## src/hdl/tcm_pkg.sv

```systemverilog
////////////////////////////////////////////////////////////
// Address map of the private bus. Both TCM sizes must be
// powers of two and the windows must be size aligned
////////////////////////////////////////////////////////////

package tcm_pkg;

  ////////////////////////////////////////////////////////////
  // Bus widths
  ////////////////////////////////////////////////////////////

  localparam int unsigned ADDR_W = 32;  // Byte address
  localparam int unsigned DATA_W = 32;  // One word per beat
  localparam int unsigned BE_W   = DATA_W / 8;

  ////////////////////////////////////////////////////////////
  // Internal address space
  ////////////////////////////////////////////////////////////

  localparam logic [ADDR_W-1:0] INT_BUS_START = 32'h7000_0000;

  // Instruction TCM sits at the very start of the space
  localparam logic [ADDR_W-1:0] ITCM_START = INT_BUS_START;
  localparam logic [ADDR_W-1:0] ITCM_SIZE  = 32'h0000_1000;  // 4 KiB

  // Data TCM leaves a hole of 4 KiB after the ITCM
  localparam logic [ADDR_W-1:0] DTCM_START = INT_BUS_START + 32'h2000;
  localparam logic [ADDR_W-1:0] DTCM_SIZE  = 32'h0000_1000;  // 4 KiB

  localparam int unsigned ITCM_WORDS = ITCM_SIZE / 4;  // 1024 words
  localparam int unsigned DTCM_WORDS = DTCM_SIZE / 4;  // 1024 words
  localparam int unsigned TCM_IDX_W  = $clog2(ITCM_WORDS);  // Same for both TCMs

  ////////////////////////////////////////////////////////////
  // Router limits
  ////////////////////////////////////////////////////////////

  // Requests in flight per router, no response yet
  localparam int unsigned MAX_OUTSTANDING = 4;
  localparam int unsigned CNT_W           = $clog2(MAX_OUTSTANDING + 1);

  // Decoded slave of one request
  typedef enum logic [1:0] {
    TGT_EXT  = 2'd0,  // Anything outside the TCM windows
    TGT_ITCM = 2'd1,
    TGT_DTCM = 2'd2
  } target_e;

endpackage

```

## src/hdl/instr_router.sv

```systemverilog
////////////////////////////////////////////////////////////
// Fetch router. In-order only, a target switch waits until
// every earlier request of this host has been answered
////////////////////////////////////////////////////////////
`timescale 1ns/1ps

module instr_router import tcm_pkg::*; (
  input  logic              clk_i,
  input  logic              rst_n_i,
  // Fetch host
  input  logic              fetch_req_i,
  input  logic [ADDR_W-1:0] fetch_addr_i,
  output logic              fetch_gnt_o,
  output logic              fetch_rvalid_o,
  output logic [DATA_W-1:0] fetch_rdata_o,
  output logic              fetch_err_o,
  // External instruction memory
  output logic              ext_req_o,
  output logic [ADDR_W-1:0] ext_addr_o,
  input  logic              ext_gnt_i,
  input  logic              ext_rvalid_i,
  input  logic [DATA_W-1:0] ext_rdata_i,
  input  logic              ext_err_i,
  // ITCM port B
  output logic              itcm_req_o,
  output logic [TCM_IDX_W-1:0] itcm_idx_o,
  input  logic              itcm_rvalid_i,
  input  logic [DATA_W-1:0] itcm_rdata_i
);

  logic [CNT_W-1:0] cnt_q;       // Accepted, not yet answered
  target_e          last_tgt_q;  // Target of newest accept
  target_e          tgt;         // Decode of the current address
  logic             slot_ok;     // Room and same target
  logic             accept;

  // Window match with the offset bits masked off
  assign tgt = ((fetch_addr_i & ~(ITCM_SIZE - 1)) == ITCM_START) ? TGT_ITCM : TGT_EXT;

  assign slot_ok = (cnt_q < CNT_W'(MAX_OUTSTANDING)) &&
                   ((cnt_q == '0) || (tgt == last_tgt_q));

  // Slave requests never look at ext_gnt_i, no loop through the memory
  assign ext_req_o   = fetch_req_i && slot_ok && (tgt == TGT_EXT);
  assign itcm_req_o  = fetch_req_i && slot_ok && (tgt == TGT_ITCM);
  assign fetch_gnt_o = slot_ok && ((tgt != TGT_EXT) || ext_gnt_i);
  assign accept      = fetch_req_i && fetch_gnt_o;

  assign ext_addr_o = fetch_addr_i;
  assign itcm_idx_o = fetch_addr_i[TCM_IDX_W+1:2];  // Word index

  // All pending requests share last_tgt_q
  always_comb begin
    if (last_tgt_q == TGT_ITCM) begin
      fetch_rvalid_o = itcm_rvalid_i;
      fetch_rdata_o  = itcm_rdata_i;
      fetch_err_o    = 1'b0;  // TCM never fails
    end else begin
      fetch_rvalid_o = ext_rvalid_i;
      fetch_rdata_o  = ext_rdata_i;
      fetch_err_o    = ext_err_i;
    end
  end

  always_ff @(posedge clk_i or negedge rst_n_i) begin
    if (!rst_n_i) begin
      cnt_q      <= '0;
      last_tgt_q <= TGT_EXT;
    end else begin
      case ({accept, fetch_rvalid_o})
        2'b10:   cnt_q <= cnt_q + 1'b1;
        2'b01:   cnt_q <= cnt_q - 1'b1;
        default: cnt_q <= cnt_q;  // None or both
      endcase
      if (accept) begin
        last_tgt_q <= tgt;
      end
    end
  end

  ////////////////////////////////////////////////////////////
  // Checks
  ////////////////////////////////////////////////////////////

  // A slave answering with nothing pending breaks the order
  a_no_orphan_rvalid: assert property (@(posedge clk_i) disable iff (!rst_n_i)
    fetch_rvalid_o |-> (cnt_q != '0));

  a_cnt_limit: assert property (@(posedge clk_i) disable iff (!rst_n_i)
    cnt_q <= CNT_W'(MAX_OUTSTANDING));

endmodule

```

## config.mk

```make
export PLATFORM = sky130hd
export DESIGN_NAME = instr_router
export DESIGN_NICKNAME = d
export VERILOG_FILES = /design/src/hdl/tcm_pkg.sv /design/src/hdl/instr_router.sv
export SDC_FILE = /design/constraint.sdc
export NUM_CORES = 1
export LEC_CHECK = 0
export ABC_AREA = 1
export BUFFER_PORTS_ARGS = -buffer_cell sky130_fd_sc_hd__buf_2
export CAP_MARGIN = 20
export CORE_ASPECT_RATIO = 0.75
export CORE_MARGIN = 5
export CORE_UTILIZATION = 31
export DETAILED_ROUTE_END_ITERATION = 8
export PLACE_DENSITY = 0.88
export RECOVER_POWER = 25
export SLEW_MARGIN = 5
export SYNTH_ARGS = -nofsm -noshare
export SYNTH_HDL_FRONTEND = slang
export SYNTH_SLANG_ARGS = --single-unit
```

## constraint.sdc

```tcl
create_clock -name clk_i -period 3.96 [get_ports clk_i]
set_input_delay 0 -clock clk_i [delete_from_list [all_inputs] [get_ports clk_i]]
set_output_delay 0 -clock clk_i [all_outputs]
set_load 0.005 [all_outputs]
```

==> impl_metrics.toml <==
[timing]
period_minus_slack_ns = 2.12
finClkSkew_ns = 0.000696
fin_setup_tns_ns = 0
finalHoldViolCount = 0
fmax_ghz = 0.472
setup_violations = 0
slew_viol_final = 0
relSlewSlack = 0.643
rsz0062_at_grt = "false"
final.period_utilization = 0.535
max_slew.worst_pin.slew_ns = 0.535

[synthesis]
synthXorXnorAreaFrac = 0.0158
yosysSeqAreaShare = 0.0905
yosys.area_share.simple = 0.499
synth_top_family_by_area = "simple AND/OR/NAND/NOR gates"
syn_area_um2 = 1110
synth-compound-area-share = 0.0136
synth_mux_area_frac = 0
ys_ff_latch = 4
ys_warn_count = 0
synth-adder-area-share = 0.0294
synth_fp_nets = 306
syn_inst = 201
syn_avg_cell_area_um2 = 5.50
synth_cell_type_count = 21

[clock_tree]
clockRootBuffer = "clkbuf_8"
clk_latency_ns = 0.22
cts_htree_levels = 1
cts_tree = "done"
clk_pin_slew_ns = 0.03
cts_buffers = 3
clk_path_buf_depth = 2
cts_sinks = 4

[route]
drt_iter0_drc = 28
drc = 0
via_per_inst = 4.29
via_count = 1477
wl_um = 3810
drt_pass1_iterations = 4
wl_per_cell_um = 11.1
antenna_left = 0

[placed_design]
portBuffers = 147
place.gp.congestion = 0.723
dp_hpwl_um = 3330

[critical_path]
crit_start = "last_tgt_q[0]"
critPathLaunchType = "register"
r2r_start = "last_tgt_q[0]"
critPathMaxFanout = 34
r2r_cells = 9
worstPathArrival_ns = 2.21
cp.required_ns = 4.05
critical_path_class = "register to register"
end_kind = "register"
reg2reg_slack_ns = 1.84
r2r-end = "cnt_q[2]"

[floorplan]
pin_count = 182
core_area_um2 = 3360
initial_utilization = 0.330
die_width_um = 79.0
dieHeight_um = 61.7
fp-row-count = 18
dieArea_um2 = 4870

[finish]
nets = 411
diodes = 0
area_delta_synth_final_pct = 44.9
nFillCells = 358
drive_gt1_frac = 0.523

[power]
power_leakage_nw = 1.09
total_power_w = 0.000326
power_density_nw_per_um2 = 203
ir_worst_vdd_mv = 0.195

[min_path]
whs_endpoint = "itcm_idx_o[6]"
hold_path.startpoint = "fetch_addr_i[8]"
worstHoldPathType = "primary input to primary output"
min_path_cells = 0

[grt]
grt_pass1_wl_um = 5400
grtUsageTotal = 0.138
grt_max_degree = 37
antenna_found_initial = 0
first_global_vias = 1310
gr-total-overflow = 0

[status]
outcome = "completed"

[job]
cap_viol_max_count = 0
-- synthesized netlist by cell type --
cell / n / area [um^2]
nand4_2: 1 / 12.5
nor2_1: 10 / 37.5
ha_1: 1 / 12.5
nand4_1: 3 / 18.8
inv_2: 1 / 3.75
fa_1: 1 / 20.0
xor2_1: 1 / 8.76
nor2_4: 2 / 22.5
nand2_1: 108 / 405
xnor2_1: 1 / 8.76
buf_2: 2 / 10.0
inv_1: 10 / 37.5
dfrtp_1: 4 / 100
and3_1: 2 / 12.5
nand2_2: 1 / 6.26
a21oi_1: 1 / 5.00
buf_4: 43 / 323
nor3_4: 1 / 16.3
o21ai_0: 2 / 10.0
clkbuf_1: 4 / 15.0
nand3_2: 2 / 20.0
-- routing by layer --
metal / share of wire / wire, um / track usage / up-vias
met2: 0.46 / 1760 / 0.242 / 97
met5: 0 / 0 / 0 / -
met3: 0.15 / 590 / 0.0648 / 6
li1: - / - / - / 769
met4: 0.0081 / 31 / 0.0392 / 0
met1: 0.38 / 1430 / 0.153 / 605
-- metrics by stage --
stage | worst slack [ns] | cell area, um^2 | hold WS (ns) | utilization | cells
after floorplan | 1.89 | 1110 | -0.296 | - | 201
after global placement | 1.91 | 1550 | -0.189 | 0.462 | 340
after detailed placement | 1.83 | 1550 | -0.189 | 0.462 | 340
after CTS | 1.83 | 1600 | 0.0000507 | 0.478 | 344
after global routing | 1.58 | 1600 | 0.0000135 | 0.478 | 344
final | 1.84 | 1600 | 0.00000297 | 0.478 | 344
-- worst max-delay path by stage --
stage / cells after the start / to / slack (ns)
floorplan: 11 / cnt_q[2] / 1.89
global placement: 10 / cnt_q[2] / 1.91
detailed placement: 9 / cnt_q[2] / 1.83
CTS: 9 / cnt_q[2] / 1.83
global route: 9 / cnt_q[2] / 1.58
finish: 9 / cnt_q[2] / 1.84
-- final cells by class --
type | instances | area [um^2] | share of cell area
clock buffers | 3 | 41.3 | 0.0258
inverters | 11 | 41.3 | 0.0258
flip-flops and latches | 4 | 100 | 0.0625
multi-input cells | 137 | 617 | 0.385
repair buffers | 149 | 753 | 0.470
well taps | 40 | 50.0 | 0.0312
-- registers in the layout (all words and copies together), names as in the netlist --
name        flops
cnt_q           3
last_tgt_q      1
-- worst max-delay path, cell delays in order, from the launching register on --
cell,delay (ns)
dfrtp_1,0.37
inv_2,0.40
nand2_1,0.10
nand2_1,0.11
ha_1,0.14
inv_1,0.06
fa_1,0.37
a21oi_1,0.14
o21ai_0,0.11
xor2_1,0.15
-- power breakdown --
part | leakage, nW | switching, W | internal [W]
Combinational | 1.02 | 0.0000826 | 0.0000893
Sequential | 0.0494 | 0.0000106 | 0.0000576
Clock | 0.0216 | 0.0000207 | 0.0000648
Total | 1.09 | 0.000114 | 0.000212
-- what timing repair did --
item	in CTS	in global routing
hold endpoints to repair	4	0
gates resized for setup	0	0
hold buffers	1	0
setup buffers	0	0
-- layout by cell type (no fill, tap or decap), drive strengths merged --
cell type,count
nor3,1
nand3,2
inv,11
o21ai,2
fa,1
a21oi,1
xnor2,1
buf,148
clkbuf,3
nand4,4
and3,2
nor2,12
nand2,109
xor2,1
dlygate4sd3,1
dfrtp,4
ha,1
-- cell families (layout without fill, tap and decap cells) --
kind of cell | after synthesis | after routing
xor+xnor | 2 | 2
fa+ha+maj | 2 | 2
simple gates | 130 | 130
compound gates | 3 | 3
flops | 4 | 4
buf+inv | 60 | 163
Note: power is estimated with default switching activity, not from simulation.
