<file path="config.mk">
export PLATFORM = sky130hd
export DESIGN_NAME = data_router
export DESIGN_NICKNAME = d
export VERILOG_FILES = /design/src/hdl/tcm_pkg.sv /design/src/hdl/data_router.sv
export SDC_FILE = /design/constraint.sdc
export NUM_CORES = 1
export LEC_CHECK = 0
export BUFFER_PORTS_ARGS = -buffer_cell sky130_fd_sc_hd__buf_2
export CAP_MARGIN = 15
export CORE_AREA = 3 3 143 145
export DETAILED_ROUTE_END_ITERATION = 6
export DIE_AREA = 0 0 146 148
export PLACE_DENSITY = 0.44
export SLEW_MARGIN = 30
export SYNTH_ARGS = -nofsm -noshare
export SYNTH_HDL_FRONTEND = slang
export SYNTH_SLANG_ARGS = --single-unit
</file>
<file path="constraint.sdc">
create_clock -name clk_i -period 2.6 [get_ports clk_i]
set_clock_uncertainty 0.05 [all_clocks]
set_input_delay 0.39 -clock clk_i [delete_from_list [all_inputs] [get_ports clk_i]]
set_output_delay 0.39 -clock clk_i [all_outputs]
set_load 0.005 [all_outputs]
</file>
<file path="src/hdl/tcm_pkg.sv">
////////////////////////////////////////////////////////////
// Address map of the private bus. Both TCM sizes must be
// powers of two and the windows must be size aligned
////////////////////////////////////////////////////////////

package tcm_pkg;

  ////////////////////////////////////////////////////////////
  // Bus widths
  ////////////////////////////////////////////////////////////

  localparam int unsigned ADDR_W = 32;  // Byte address
  localparam int unsigned DATA_W = 32;  // One word per beat
  localparam int unsigned BE_W   = DATA_W / 8;

  ////////////////////////////////////////////////////////////
  // Internal address space
  ////////////////////////////////////////////////////////////

  localparam logic [ADDR_W-1:0] INT_BUS_START = 32'h7000_0000;

  // Instruction TCM sits at the very start of the space
  localparam logic [ADDR_W-1:0] ITCM_START = INT_BUS_START;
  localparam logic [ADDR_W-1:0] ITCM_SIZE  = 32'h0000_1000;  // 4 KiB

  // Data TCM leaves a hole of 4 KiB after the ITCM
  localparam logic [ADDR_W-1:0] DTCM_START = INT_BUS_START + 32'h2000;
  localparam logic [ADDR_W-1:0] DTCM_SIZE  = 32'h0000_1000;  // 4 KiB

  localparam int unsigned ITCM_WORDS = ITCM_SIZE / 4;  // 1024 words
  localparam int unsigned DTCM_WORDS = DTCM_SIZE / 4;  // 1024 words
  localparam int unsigned TCM_IDX_W  = $clog2(ITCM_WORDS);  // Same for both TCMs

  ////////////////////////////////////////////////////////////
  // Router limits
  ////////////////////////////////////////////////////////////

  // Requests in flight per router, no response yet
  localparam int unsigned MAX_OUTSTANDING = 4;
  localparam int unsigned CNT_W           = $clog2(MAX_OUTSTANDING + 1);

  // Decoded slave of one request
  typedef enum logic [1:0] {
    TGT_EXT  = 2'd0,  // Anything outside the TCM windows
    TGT_ITCM = 2'd1,
    TGT_DTCM = 2'd2
  } target_e;

endpackage

</file>
<file path="src/hdl/data_router.sv">
////////////////////////////////////////////////////////////
// Load/store router over ITCM, DTCM and external memory.
// Writes are answered with one rvalid like reads
////////////////////////////////////////////////////////////
`timescale 1ns/1ps

module data_router import tcm_pkg::*; (
  input  logic                 clk_i,
  input  logic                 rst_n_i,
  // Data host
  input  logic                 data_req_i,
  input  logic                 data_we_i,
  input  logic [ADDR_W-1:0]    data_addr_i,
  input  logic [BE_W-1:0]      data_be_i,
  input  logic [DATA_W-1:0]    data_wdata_i,
  output logic                 data_gnt_o,
  output logic                 data_rvalid_o,
  output logic                 data_err_o,
  output logic [DATA_W-1:0]    data_rdata_o,
  // External data memory
  output logic                 ext_req_o,
  output logic                 ext_we_o,
  output logic [ADDR_W-1:0]    ext_addr_o,
  output logic [BE_W-1:0]      ext_be_o,
  output logic [DATA_W-1:0]    ext_wdata_o,
  input  logic                 ext_gnt_i,
  input  logic                 ext_rvalid_i,
  input  logic                 ext_err_i,
  input  logic [DATA_W-1:0]    ext_rdata_i,
  // ITCM port A
  output logic                 itcm_req_o,
  output logic                 itcm_we_o,
  output logic [TCM_IDX_W-1:0] itcm_idx_o,
  output logic [BE_W-1:0]      itcm_be_o,
  output logic [DATA_W-1:0]    itcm_wdata_o,
  input  logic                 itcm_rvalid_i,
  input  logic [DATA_W-1:0]    itcm_rdata_i,
  // DTCM
  output logic                 dtcm_req_o,
  output logic                 dtcm_we_o,
  output logic [TCM_IDX_W-1:0] dtcm_idx_o,
  output logic [BE_W-1:0]      dtcm_be_o,
  output logic [DATA_W-1:0]    dtcm_wdata_o,
  input  logic                 dtcm_rvalid_i,
  input  logic [DATA_W-1:0]    dtcm_rdata_i
);

  logic [CNT_W-1:0] cnt_q;
  target_e          last_tgt_q;
  target_e          tgt;
  logic             slot_ok;
  logic             accept;

  ////////////////////////////////////////////////////////////
  // Decode and grant
  ////////////////////////////////////////////////////////////

  always_comb begin
    if ((data_addr_i & ~(ITCM_SIZE - 1)) == ITCM_START) begin
      tgt = TGT_ITCM;
    end else if ((data_addr_i & ~(DTCM_SIZE - 1)) == DTCM_START) begin
      tgt = TGT_DTCM;
    end else begin
      tgt = TGT_EXT;  // Hole and outside space both go out
    end
  end

  assign slot_ok = (cnt_q < CNT_W'(MAX_OUTSTANDING)) &&
                   ((cnt_q == '0) || (tgt == last_tgt_q));

  assign ext_req_o  = data_req_i && slot_ok && (tgt == TGT_EXT);
  assign itcm_req_o = data_req_i && slot_ok && (tgt == TGT_ITCM);
  assign dtcm_req_o = data_req_i && slot_ok && (tgt == TGT_DTCM);
  assign data_gnt_o = slot_ok && ((tgt != TGT_EXT) || ext_gnt_i);
  assign accept     = data_req_i && data_gnt_o;

  // Payload fans out to every slave, only req is steered
  assign ext_we_o     = data_we_i;
  assign ext_addr_o   = data_addr_i;
  assign ext_be_o     = data_be_i;
  assign ext_wdata_o  = data_wdata_i;
  assign itcm_we_o    = data_we_i;
  assign itcm_idx_o   = data_addr_i[TCM_IDX_W+1:2];
  assign itcm_be_o    = data_be_i;
  assign itcm_wdata_o = data_wdata_i;
  assign dtcm_we_o    = data_we_i;
  assign dtcm_idx_o   = data_addr_i[TCM_IDX_W+1:2];
  assign dtcm_be_o    = data_be_i;
  assign dtcm_wdata_o = data_wdata_i;

  ////////////////////////////////////////////////////////////
  // Response return
  ////////////////////////////////////////////////////////////

  always_comb begin
    data_err_o = 1'b0;  // TCMs never fail
    case (last_tgt_q)
      TGT_ITCM: begin
        data_rvalid_o = itcm_rvalid_i;
        data_rdata_o  = itcm_rdata_i;
      end
      TGT_DTCM: begin
        data_rvalid_o = dtcm_rvalid_i;
        data_rdata_o  = dtcm_rdata_i;
      end
      default: begin
        data_rvalid_o = ext_rvalid_i;
        data_rdata_o  = ext_rdata_i;
        data_err_o    = ext_err_i;
      end
    endcase
  end

  always_ff @(posedge clk_i or negedge rst_n_i) begin
    if (!rst_n_i) begin
      cnt_q      <= '0;
      last_tgt_q <= TGT_EXT;
    end else begin
      case ({accept, data_rvalid_o})
        2'b10:   cnt_q <= cnt_q + 1'b1;
        2'b01:   cnt_q <= cnt_q - 1'b1;
        default: cnt_q <= cnt_q;
      endcase
      if (accept) begin
        last_tgt_q <= tgt;
      end
    end
  end

  a_no_orphan_rvalid: assert property (@(posedge clk_i) disable iff (!rst_n_i)
    data_rvalid_o |-> (cnt_q != '0));

  a_cnt_limit: assert property (@(posedge clk_i) disable iff (!rst_n_i)
    cnt_q <= CNT_W'(MAX_OUTSTANDING));

endmodule

</file>
==> results.toml <==
[clock_tree]
path_clk_slew_ns = 0.03
cts_made_buffers = 3
cts_setup_buffers = 0
clk_latency_ns = 0.23
cts.sinks = 5
cts_tree = "yes"
clk_path_buf_depth = 2
h-tree-depth = 1
root_buffer = "clkbuf_16"

[sta]
setup_viol = 0
timing.final.crit_share = 0.908
timing.slew.headroom = 0.690
hold_violations = 0
hold_ws_ns = 0.455
worst_pin_slew_ns = 0.465
rsz0062_at_grt = "no"
timing.fmax_mhz = 424
fin_crit_ns = 2.36
setup_ws_ns = 0.240
slew_violations = 0
fin_setup_tns_ns = 0

[worst_setup_path]
cp.required_ns = 2.16
critPathSlowestCell = "dfrtp_1"
cp_slowest_stage_delay_ns = 0.43
endpoint_kind = "output pin"
crit_chain = "inv_1, ha_2, buf_4, a22oi_1, o21ai_0, buf_2"
worstPathMaxFanout = 32
cp.arrival_ns = 1.92
startpoint_type = "register"
reg2reg_depth = 11
crit_type = "reg -> out"

[synth]
ys_seq_area_frac = 0.0540
ys_ff_latch = 5
synthesis.area_um2 = 2320
synth_cell_type_count = 32
synthCells = 332
yosys_warnings = 0
avgSynthCellArea_um2 = 6.98
yosysTopAreaCellShare = 0.528
synth_most_common_cell = "buf_4"
synth_top_area_cell = "buf_4"
synth-edff-count = 0
synth_area_leaders = "buf_4 53%, a22oi_1 11%, o21ai_0 7.6%"
syn_nets = 509
ys_top_cells_by_count = "163 x buf_4, 36 x nand2_1, 35 x o21ai_0, 33 x a22oi_1, 15 x clkbuf_1"
async_flop_share = 1.00
synthFlopType = "dfrtp_1"

[floorplan]
ios = 374
fp.dieW_um = 146
core_area_um2 = 19300
initial_core_util = 0.120
dieArea_um2 = 21600
rows = 51
die_y_um = 148

[global_route]
grt_pass1_wl_mm = 11.0
grt_pass1_vias = 1963
grt_overflow_total = 0
grt_max_degree = 66
grt_antenna_before_repair = 0
track_usage = 0.0636

[drt]
viasPerCell = 3.37
wl_mm = 7.97
ant_nets = 0
firstDrtPassIters = 4
vias = 2066
remaining_drc_errors = 0
drt_iter0_drc = 77
wl_per_cell_um = 13.0

[finish]
finalNonFillerCells = 613
num-fill-cells = 2264
diodes = 0
drive_above_1_share = 0.575
area_growth_pct = 4.96
nets = 526

[placement]
place.detailed.hpwl_mm = 6.50
dp_cells = 608
portBuffers = 181
gp_congestion = 0.663
preCtsSetupSlack_ns = 0.114

[hold_path]
hp-class = "in -> async"

[status]
outcome = "complete, no violations"

[flow_run]
drv_cap = 0

[pwr]
p_per_area_nw_per_um2 = 568
vdd_ir_drop_max_uv = 258
p_leak_uw = 0.00117
==> cell type report <==
type,instances,area [um^2],share of cell area
Timing Repair Buffer,190,980,0.403
Multi-Input combinational cell,142,892,0.367
Tap cell,265,332,0.136
Sequential cell,5,125,0.0514
Clock buffer,4,78.8,0.0324
Inverter,7,26.3,0.0108
==> state kept, by name (all words and copies together), names as in the netlist <==
| register | count |
|---|---|
| cnt_q | 3 |
| last_tgt_q | 2 |
==> metrics by stage <==
stage | area (um^2) | utilization | power, uW
floorplan | 2320 | - | 904
global placement | 2340 | 0.121 | 1160
detailed placement | 2340 | 0.121 | 1150
CTS | 2430 | 0.126 | 1410
global route | 2430 | 0.126 | 1540
finish | 2430 | 0.126 | 1380
==> path summary, 6_finish.rpt <==
kind / start / endpoint / slack (ns)
max: last_tgt_q[1] / data_rdata_o[30] / 0.24
min: rst_n_i / cnt_q[1] / 0.45
max reg2reg: last_tgt_q[0] / cnt_q[2] / 0.39
min reg2reg: cnt_q[0] / cnt_q[0] / 0.48
max in group asynchronous: rst_n_i / last_tgt_q[1] / 1.92
min in group clk_i: cnt_q[0] / cnt_q[0] / 0.48
==> what timing repair did <==
| item | 4_1_cts | 5_1_grt |
|---|---|---|
| endpoints found under the setup margin | 0 | 3 |
| hold endpoints to repair | 5 | 0 |
| gates resized for setup | 0 | 1 |
| hold buffers | 1 | 0 |
==> report_power, final <==
group,internal (uW),leakage [uW],switching (uW),total (uW)
clock,203,0.0000382,46.1,249
sequential,113,0.0000625,33.9,147
combinational,429,0.00107,558,987
==> cell usage in the layout (no fill, tap or decap), drive strengths merged, types with 2 or more instances in the layout <==
cell type    n
buf        189
nand2       36
o21ai       35
a22oi       33
inv          7
nor4         6
dfrtp        5
clkbuf       4
nor2         3
ha           3
nand3b       2
nor4b        2
nor2b        2
xnor2        2
o32ai        2
==> routing by layer <==
metal  up-vias  global-route usage  wire (um)
met5         -                   0          0
li1        994                   -          -
met1       867              0.0720       2910
met4         0              0.0503        593
met3        75              0.0248        972
met2       130              0.0954       3490
==> kinds of logic (layout without fill, tap and decap cells) <==
family          Yosys count  after routing  share of synthesized area
fa+ha+maj                 4              4                     0.0248
xor+xnor                  3              3                     0.0113
buf+inv                 185            201                      0.563
compound gates           76             76                      0.213
simple gates             58             58                      0.130
mux                       1              1                    0.00432
flops                     5              5                     0.0540
==> worst max-delay path, delay by kind of cell, from the launching register on <==
family                     cells  cell delay (ns)
buffers and inverters          3             0.67
adders and majority gates      1             0.18
AOI/OAI and AO/OA              2             0.41
DFF                            1             0.43
No activity file was read; power rests on OpenSTA's default activity.
